--- src/ex_pkg.sv ---
package ex_pkg;

    localparam int WORD_W = 32;

    typedef logic [WORD_W-1:0] word_t;       // Operands, pc, label and results
    typedef logic [6:0]        opcode_t;
    typedef logic [2:0]        func3_t;
    typedef logic [6:0]        ctrl_t;
    typedef logic [7:0]        phys_reg_t;   // Physical destination tag

    localparam opcode_t OPC_MUL = 7'b0110011;
    localparam opcode_t OPC_DIV = 7'b1001111;

    localparam int CTRL_BRANCH = 0;          // Conditional branch flag in ctrl

    // Add unit; for branches F_ADD is beq and F_SUB is bne
    localparam func3_t F_ADD   = 3'b000;
    localparam func3_t F_SUB   = 3'b001;
    localparam func3_t F_AND   = 3'b010;
    localparam func3_t F_OR    = 3'b011;
    localparam func3_t F_XOR   = 3'b100;
    localparam func3_t F_SLTU  = 3'b101;

    localparam func3_t F_MUL   = 3'b000;     // Low word of product
    localparam func3_t F_MULHU = 3'b011;     // High word, unsigned
    localparam func3_t F_DIVU  = 3'b101;
    localparam func3_t F_REMU  = 3'b111;

    localparam int ISSUE_CREDITS = 2;        // Dispatcher queue depth
    localparam int ADD_CREDITS   = 1;
    localparam int MUL_CREDITS   = 2;
    localparam int DIV_CREDITS   = 1;
    localparam int NUM_UNITS     = 3;
    localparam int CREDIT_W      = 2;
    localparam int DIV_STEPS     = 32;       // One quotient bit per step

    typedef logic [CREDIT_W-1:0] credit_t;

    typedef enum logic [1:0] {
        UNIT_ADD,
        UNIT_MUL,
        UNIT_DIV
    } unit_sel_e;

    // Reset value of each unit's credit counter, indexed by unit_sel_e
    localparam credit_t UNIT_CREDITS [NUM_UNITS] = '{
        credit_t'(ADD_CREDITS),
        credit_t'(MUL_CREDITS),
        credit_t'(DIV_CREDITS)
    };

    typedef enum logic [1:0] {
        IDLE,
        RUN,
        DONE
    } div_state_e;

    typedef struct packed {
        func3_t    func3;
        word_t     operand1;
        word_t     operand2;
        word_t     pc;
        word_t     label;      // Branch immediate
        ctrl_t     ctrl;
        phys_reg_t rd;
    } exe_op_t;

    typedef struct packed {
        opcode_t opcode;
        exe_op_t op;
    } issue_op_t;

    typedef struct packed {
        phys_reg_t rd;
        word_t     data;
    } unit_res_t;

endpackage

--- src/ex_dispatch.sv ---
module ex_dispatch
    import ex_pkg::*;
(
    input  logic      clk,
    input  logic      rst_n,
    input  logic      issue_valid,
    input  issue_op_t issue_op,
    input  logic      add_credit,
    input  logic      mul_credit,
    input  logic      div_credit,
    output logic      issue_credit,
    output logic      add_valid,
    output logic      mul_valid,
    output logic      div_valid,
    output exe_op_t   exe_op
);

    issue_op_t                              q_mem [ISSUE_CREDITS];
    logic [$clog2(ISSUE_CREDITS)-1:0]       wr_ptr;
    logic [$clog2(ISSUE_CREDITS)-1:0]       rd_ptr;
    logic [$clog2(ISSUE_CREDITS+1)-1:0]     q_cnt;
    issue_op_t                              head;
    unit_sel_e                              head_sel;
    logic                                   pop;
    logic [NUM_UNITS-1:0]                   take;      // One-hot dispatch target
    logic [NUM_UNITS-1:0]                   disp_q;    // Registered unit valids
    logic [NUM_UNITS-1:0]                   cred_ret;
    credit_t                                cnt [NUM_UNITS];

    assign head     = q_mem[rd_ptr];
    assign cred_ret = {div_credit, mul_credit, add_credit};

    // Opcode router with the add unit as default target
    always_comb begin
        case (head.opcode)
            OPC_MUL: head_sel = UNIT_MUL;
            OPC_DIV: head_sel = UNIT_DIV;
            default: head_sel = UNIT_ADD;
        endcase
    end

    assign pop  = (q_cnt != '0) && (cnt[head_sel] != '0);
    assign take = pop ? (NUM_UNITS'(1) << head_sel) : '0;

    always_ff @(posedge clk) begin
        if (issue_valid) begin
            q_mem[wr_ptr] <= issue_op;
        end
        if (pop) begin
            exe_op <= head.op;    // Shared payload qualified by the unit valids
        end
    end

    always_ff @(posedge clk or negedge rst_n) begin
        if (!rst_n) begin
            wr_ptr       <= '0;
            rd_ptr       <= '0;
            q_cnt        <= '0;
            issue_credit <= 1'b0;
            disp_q       <= '0;
            for (int i = 0; i < NUM_UNITS; i++) begin
                cnt[i] <= UNIT_CREDITS[i];
            end
        end else begin
            if (issue_valid) begin
                wr_ptr <= wr_ptr + 1'b1;
            end
            if (pop) begin
                rd_ptr <= rd_ptr + 1'b1;
            end
            q_cnt        <= q_cnt + $bits(q_cnt)'(issue_valid) - $bits(q_cnt)'(pop);
            issue_credit <= pop;    // Freed slot goes back to the RS
            disp_q       <= take;
            for (int i = 0; i < NUM_UNITS; i++) begin
                cnt[i] <= cnt[i] - credit_t'(take[i]) + credit_t'(cred_ret[i]);
            end
        end
    end

    assign add_valid = disp_q[UNIT_ADD];
    assign mul_valid = disp_q[UNIT_MUL];
    assign div_valid = disp_q[UNIT_DIV];

    for (genvar u = 0; u < NUM_UNITS; u++) begin : g_credit_chk
        a_credit_max: assert property (@(posedge clk) disable iff (!rst_n)
            cnt[u] <= UNIT_CREDITS[u]);    // Catches spurious credit pulses
    end

    a_no_overflow: assert property (@(posedge clk) disable iff (!rst_n)
        issue_valid |-> q_cnt < ISSUE_CREDITS);

endmodule

--- src/add_alu.sv ---
module add_alu
    import ex_pkg::*;
(
    input  logic      clk,
    input  logic      rst_n,
    input  logic      op_valid,
    input  exe_op_t   op,
    input  logic      grant,
    output logic      res_valid,
    output unit_res_t res,
    output logic      credit
);

    word_t result;
    logic  taken;

    always_comb begin
        taken = 1'b0;
        case (op.func3)
            F_ADD:   result = op.operand1 + op.operand2;
            F_SUB:   result = op.operand1 - op.operand2;
            F_AND:   result = op.operand1 & op.operand2;
            F_OR:    result = op.operand1 | op.operand2;
            F_XOR:   result = op.operand1 ^ op.operand2;
            F_SLTU:  result = word_t'(op.operand1 < op.operand2);
            default: result = op.operand1 + op.operand2;
        endcase
        if (op.ctrl[CTRL_BRANCH]) begin
            // bne on F_SUB, beq otherwise
            taken  = (op.func3 == F_SUB) ? (op.operand1 != op.operand2)
                                         : (op.operand1 == op.operand2);
            result = taken ? op.pc + op.label : op.pc + word_t'(4);    // Next pc
        end
    end

    always_ff @(posedge clk or negedge rst_n) begin
        if (!rst_n) begin
            res_valid <= 1'b0;
        end else if (op_valid) begin
            res_valid <= 1'b1;
        end else if (grant) begin
            res_valid <= 1'b0;
        end
    end

    always_ff @(posedge clk) begin
        if (op_valid) begin
            res <= '{rd: op.rd, data: result};    // Held until granted
        end
    end

    assign credit = grant;    // Single slot frees on grant

endmodule

--- src/mul_unit.sv ---
module mul_unit
    import ex_pkg::*;
(
    input  logic      clk,
    input  logic      rst_n,
    input  logic      op_valid,
    input  exe_op_t   op,
    input  logic      grant,
    output logic      res_valid,
    output unit_res_t res,
    output logic      credit
);

    logic [2*WORD_W-1:0] prod_q;
    func3_t              f3_q;
    phys_reg_t           rd_q;
    logic                s1_valid;
    logic                adv;

    // Stage 1 moves on when the output slot is empty or leaving this cycle
    assign adv = s1_valid && (!res_valid || grant);

    always_ff @(posedge clk or negedge rst_n) begin
        if (!rst_n) begin
            s1_valid  <= 1'b0;
            res_valid <= 1'b0;
        end else begin
            if (op_valid) begin
                s1_valid <= 1'b1;
            end else if (adv) begin
                s1_valid <= 1'b0;
            end
            if (adv) begin
                res_valid <= 1'b1;
            end else if (grant) begin
                res_valid <= 1'b0;
            end
        end
    end

    always_ff @(posedge clk) begin
        if (op_valid) begin
            prod_q <= (2*WORD_W)'(op.operand1) * (2*WORD_W)'(op.operand2);    // Unsigned
            f3_q   <= op.func3;
            rd_q   <= op.rd;
        end
        if (adv) begin
            res.rd   <= rd_q;
            res.data <= (f3_q == F_MULHU) ? prod_q[2*WORD_W-1:WORD_W] : prod_q[WORD_W-1:0];
        end
    end

    assign credit = grant;

endmodule

--- src/div_unit.sv ---
module div_unit
    import ex_pkg::*;
(
    input  logic      clk,
    input  logic      rst_n,
    input  logic      op_valid,
    input  exe_op_t   op,
    input  logic      grant,
    output logic      res_valid,
    output unit_res_t res,
    output logic      credit
);

    localparam int STEP_W = $clog2(DIV_STEPS);

    div_state_e        state;
    logic [STEP_W-1:0] step;
    word_t             quo;         // Dividend shifts out, quotient shifts in
    word_t             rem;
    word_t             divisor;
    func3_t            f3_q;
    phys_reg_t         rd_q;
    logic [WORD_W:0]   rem_sh;
    logic              fits;

    // Restoring step; a zero divisor always fits, which yields the
    // RISC-V result of all-ones quotient and remainder equal to dividend
    assign rem_sh = {rem, quo[WORD_W-1]};
    assign fits   = rem_sh >= {1'b0, divisor};

    always_ff @(posedge clk or negedge rst_n) begin
        if (!rst_n) begin
            state <= IDLE;
            step  <= '0;
        end else begin
            case (state)
                IDLE: begin
                    if (op_valid) begin
                        state <= RUN;
                        step  <= '0;
                    end
                end
                RUN: begin
                    step <= step + 1'b1;
                    if (step == STEP_W'(DIV_STEPS - 1)) begin
                        state <= DONE;
                    end
                end
                DONE: begin
                    if (grant) begin
                        state <= IDLE;
                    end
                end
                default: state <= IDLE;
            endcase
        end
    end

    always_ff @(posedge clk) begin
        if (state == IDLE && op_valid) begin
            quo     <= op.operand1;
            rem     <= '0;
            divisor <= op.operand2;
            f3_q    <= op.func3;
            rd_q    <= op.rd;
        end else if (state == RUN) begin
            quo <= {quo[WORD_W-2:0], fits};
            rem <= fits ? WORD_W'(rem_sh - {1'b0, divisor}) : rem_sh[WORD_W-1:0];
        end
    end

    assign res_valid = (state == DONE);
    assign res       = '{rd: rd_q, data: (f3_q == F_REMU) ? rem : quo};
    assign credit    = grant;    // Unit is free again once its result is taken

    a_busy_no_op: assert property (@(posedge clk) disable iff (!rst_n)
        op_valid |-> state == IDLE);

endmodule

--- src/wb_arbiter.sv ---
module wb_arbiter
    import ex_pkg::*;
(
    input  logic      clk,
    input  logic      rst_n,
    input  logic      add_res_valid,
    input  logic      mul_res_valid,
    input  logic      div_res_valid,
    input  unit_res_t add_res,
    input  unit_res_t mul_res,
    input  unit_res_t div_res,
    output logic      add_grant,
    output logic      mul_grant,
    output logic      div_grant,
    output logic      wb_valid,
    output phys_reg_t wb_rd,
    output word_t     wb_data
);

    unit_sel_e sel;
    logic      any_req;
    unit_res_t win;

    // Divider first since it holds the longest and the multiplier next
    always_comb begin
        any_req = 1'b1;
        if (div_res_valid) begin
            sel = UNIT_DIV;
        end else if (mul_res_valid) begin
            sel = UNIT_MUL;
        end else if (add_res_valid) begin
            sel = UNIT_ADD;
        end else begin
            sel     = UNIT_ADD;
            any_req = 1'b0;
        end
    end

    always_comb begin
        case (sel)
            UNIT_DIV: win = div_res;
            UNIT_MUL: win = mul_res;
            default:  win = add_res;
        endcase
    end

    assign div_grant = any_req && (sel == UNIT_DIV);
    assign mul_grant = any_req && (sel == UNIT_MUL);
    assign add_grant = any_req && (sel == UNIT_ADD);

    always_ff @(posedge clk or negedge rst_n) begin
        if (!rst_n) begin
            wb_valid <= 1'b0;
        end else begin
            wb_valid <= any_req;
        end
    end

    always_ff @(posedge clk) begin
        if (any_req) begin
            wb_rd   <= win.rd;
            wb_data <= win.data;
        end
    end

    // A unit that loses arbitration keeps its result for the next round
    a_div_hold: assert property (@(posedge clk) disable iff (!rst_n)
        div_res_valid && !div_grant |=> div_res_valid && $stable(div_res));
    a_mul_hold: assert property (@(posedge clk) disable iff (!rst_n)
        mul_res_valid && !mul_grant |=> mul_res_valid && $stable(mul_res));
    a_add_hold: assert property (@(posedge clk) disable iff (!rst_n)
        add_res_valid && !add_grant |=> add_res_valid && $stable(add_res));

endmodule

--- src/ex_cluster.sv ---
module ex_cluster
    import ex_pkg::*;
(
    input  logic      clk,
    input  logic      rst_n,
    input  logic      issue_valid,
    input  issue_op_t issue_op,
    output logic      issue_credit,
    output logic      wb_valid,
    output phys_reg_t wb_rd,
    output word_t     wb_data
);

    exe_op_t   exe_op;
    logic      add_valid,  mul_valid,  div_valid;
    logic      add_credit, mul_credit, div_credit;
    logic      add_grant,  mul_grant,  div_grant;
    logic      add_res_valid, mul_res_valid, div_res_valid;
    unit_res_t add_res, mul_res, div_res;

    ex_dispatch i_dispatch (
        .clk          (clk),
        .rst_n        (rst_n),
        .issue_valid  (issue_valid),
        .issue_op     (issue_op),
        .add_credit   (add_credit),
        .mul_credit   (mul_credit),
        .div_credit   (div_credit),
        .issue_credit (issue_credit),
        .add_valid    (add_valid),
        .mul_valid    (mul_valid),
        .div_valid    (div_valid),
        .exe_op       (exe_op)
    );

    add_alu i_add (
        .clk       (clk),
        .rst_n     (rst_n),
        .op_valid  (add_valid),
        .op        (exe_op),
        .grant     (add_grant),
        .res_valid (add_res_valid),
        .res       (add_res),
        .credit    (add_credit)
    );

    mul_unit i_mul (
        .clk       (clk),
        .rst_n     (rst_n),
        .op_valid  (mul_valid),
        .op        (exe_op),
        .grant     (mul_grant),
        .res_valid (mul_res_valid),
        .res       (mul_res),
        .credit    (mul_credit)
    );

    div_unit i_div (
        .clk       (clk),
        .rst_n     (rst_n),
        .op_valid  (div_valid),
        .op        (exe_op),
        .grant     (div_grant),
        .res_valid (div_res_valid),
        .res       (div_res),
        .credit    (div_credit)
    );

    wb_arbiter i_arb (
        .clk           (clk),
        .rst_n         (rst_n),
        .add_res_valid (add_res_valid),
        .mul_res_valid (mul_res_valid),
        .div_res_valid (div_res_valid),
        .add_res       (add_res),
        .mul_res       (mul_res),
        .div_res       (div_res),
        .add_grant     (add_grant),
        .mul_grant     (mul_grant),
        .div_grant     (div_grant),
        .wb_valid      (wb_valid),
        .wb_rd         (wb_rd),
        .wb_data       (wb_data)
    );

endmodule

--- config.mk ---
export PLATFORM = sky130hd
export DESIGN_NAME = ex_cluster
export DESIGN_NICKNAME = d
export VERILOG_FILES = /design/src/ex_pkg.sv /design/src/ex_dispatch.sv /design/src/add_alu.sv /design/src/mul_unit.sv /design/src/div_unit.sv /design/src/wb_arbiter.sv /design/src/ex_cluster.sv
export SDC_FILE = /design/constraint.sdc
export NUM_CORES = 2
export LEC_CHECK = 0
export ABC_AREA = 1
export BUFFER_PORTS_ARGS = -buffer_cell sky130_fd_sc_hd__buf_2
export CORE_ASPECT_RATIO = 1.4
export CORE_MARGIN = 8
export CORE_UTILIZATION = 35
export DETAILED_ROUTE_END_ITERATION = 12
export PLACE_DENSITY = 0.52
export SYNTH_ARGS = -nofsm -noshare
export SYNTH_HDL_FRONTEND = slang
export SYNTH_HIERARCHICAL = 1
export SYNTH_SLANG_ARGS = --single-unit
--- constraint.sdc ---
create_clock -name clk -period 18 [get_ports clk]
set_input_delay 1.8 -clock clk [delete_from_list [all_inputs] [get_ports clk]]
set_output_delay 1.8 -clock clk [all_outputs]
set_load 0.02 [all_outputs]
==> impl_metrics.yaml <==
critical_path:
  required_ps: 18390
  path_class: "reg2reg"
  path_common_cell: "fa_1"
  path_cells: "buf_4 > nand2_1 > inv_1 > fa_1 > fa_1 > fa_1 > inv_1 > fa_1 > inv_1 > fa_1 > fa_1 > fa_1 > fa_1 > ha_1 > nand2_1 > nor2_2 > inv_2 > nor2_4 > inv_2 > nor2_1 > nand2_1 > nand2_1 > xor2_1"
  critical-path-slowest-cell: "edfxtp_1"
  cp_num_buf_inv: 6
  start_kind: "register"
  crit_path_end_kind: "register"
  cp_slowest_stage_delay_ps: 820
  arrival_ps: 8280
  crit_family: "adder cells"
  path_max_fanout: 30
clock_tree:
  post_cts_buffers: 0
  clockRootBuffer: "clkbuf_16"
  clock_sinks: 761
  h-tree-depth: 3
  clk_latency_ps: 730
  clk_pin_slew_ps: 60
  cts_hold_repair.buffers: 0
  clk_path_buf_depth: 3
  postCtsResizedCells: 0
  numCtsBuffers: 89
  cts_tree: "yes"
worst_hold_path:
  worstHoldPathType: "reg2reg"
grt:
  busiest_layer: "met2"
  grt_remaining_overflow: 0
  gr-usage-met3_pct: 2.30
  grt_pass1_vias: 62200
  grt_max_degree: 85
  use_met1_pct: 26.3
  use_met2_pct: 38.2
  grt_pass1_wl_um: 382000
  antenna_found_initial: 23
  grt_usage_pct: 21.5
die:
  core_um2: 218000
  dieHeight_um: 569
  start_util_pct: 35.1
  fp-row-count: 203
  io_pins: 198
  die_x_um: 411
  die-area_um2: 234000
layout:
  layout-drive-gt1-share_pct: 6.69
  nets: 11000
  nFillCells: 22600
  area_delta_synth_final_pct: 9.01
routing:
  drc: 0
  num_vias: 59800
  first_pass_iters: 6
  via_per_inst: 4.78
  drt_wl_total_um: 253000
  post_drt_wl_per_cell_um: 20.2
  ant_nets: 0
  drt_iter0_drc: 4073
timing:
  drv_slew: 0
  finalCriticalPeriod_ps: 7900
  finalSetupTns_ps: 0
  rsz0062_at_grt: "false"
  relSlewSlack_pct: 28.2
  worst_slew_pin_slew_ps: 1080
  finalHoldViolations: 0
  finalSetupViolCount: 0
  worst_clock_skew_ps: 75.1
  period_share_pct: 43.9
  clock.fmax_mhz: 127
run_status:
  status: "complete, no violations"
place:
  hpwl_um: 198000
  place_congestion: 0.948
  port_buffers: 191
flow_run:
  drv_cap: 0
yosys:
  syn_area_um2: 76600
  syn_nets: 11000
  synth_cells: 9486
  synth_area_per_cell_um2: 8.07
  yosysWarnings: 6
==> path summary, 6_finish.rpt <==
check,startpoint,to,slack [ps],cells past startpoint
hold reg to reg,i_mul/rd_q[2],i_mul/res[34],420,0
setup / recovery,i_dispatch/exe_op[136],i_mul/prod_q[32],10100,23
setup reg to reg,i_dispatch/exe_op[136],i_mul/prod_q[32],10100,23
hold / removal,i_mul/rd_q[2],i_mul/res[34],420,0
min in group asynchronous,rst_n,i_arb/wb_valid,1100,1
max in group asynchronous,rst_n,i_dispatch/rd_ptr,16450,1
==> metrics by stage <==
stage	cells	worst slack [ps]	instance area, um^2	hold WS (ps)	utilization (%)
2_1_floorplan	9486	9350	76600	400	-
3_3_place_gp	12300	10010	80600	401	37.0
3_5_place_dp	12300	10030	80600	405	37.0
4_1_cts	12500	10010	83400	410	38.3
5_1_grt	12500	9820	83400	421	38.3
6_report	12500	10100	83500	416	38.3
==> layout make-up <==
type,count,area (um^2),share of cell area (%)
repair buffers,311,1860,2.22
diodes,4,10.0,0.0120
inverters,2347,8830,10.6
flip-flops and latches,761,22400,26.9
clock buffers,109,2380,2.85
multi-input cells,6045,43900,52.6
clock inverters,54,517,0.619
well taps,2870,3590,4.30
==> sequential cells by signal, indices dropped and copies added, names as in the netlist, 2 cells and up <==
name / count
i_arb/wb_data: 32
i_dispatch/disp_q: 3
i_div/rem: 32
i_div/f3_q: 3
i_div/step: 5
i_mul/prod_q: 64
i_div/quo: 32
i_dispatch/q_mem: 294
i_arb/wb_rd: 8
i_mul/rd_q: 8
i_add/res: 40
i_div/state: 2
i_mul/res: 40
i_dispatch/exe_op: 140
i_mul/f3_q: 3
i_div/rd_q: 8
i_div/divisor: 32
i_dispatch/cnt: 6
i_dispatch/q_cnt: 2
==> routing by layer <==
layer | up-vias | routed length [um] | share of wire (%)
li1 | 28300 | - | -
met2 | 1571 | 127000 | 50
met1 | 29400 | 102000 | 40
met5 | - | 32 | 0.013
met4 | 4 | 12800 | 5.0
met3 | 467 | 11700 | 4.6
==> cell usage in the layout, fill, tap and decap left out, types with 7 or more instances in the layout <==
cell type and n:
a21oi_1 178, a221oi_1 9, buf_2 191, buf_4 120, clkbuf_1 16, clkbuf_16 92
clkinv_1 20, clkinv_2 14, clkinvlp_4 7, dfrtp_1 18, dfxtp_1 32, edfxtp_1 704
fa_1 900, ha_1 433, inv_1 2296, inv_2 42, inv_6 8, mux2_2 32
nand2_1 3229, nand2_2 34, nand3_1 401, nand3_2 12, nand3b_1 8, nand4_1 50
nor2_1 321, nor2_2 28, nor2_4 22, nor3_1 48, nor3_2 7, o211ai_1 7
o21ai_0 104, o21ai_1 32, o21bai_1 28, o22ai_1 19, xnor2_1 37, xor2_1 66
Power is not shown: default switching activity piles up to over one toggle a cycle in this logic, so the estimate is an artifact.
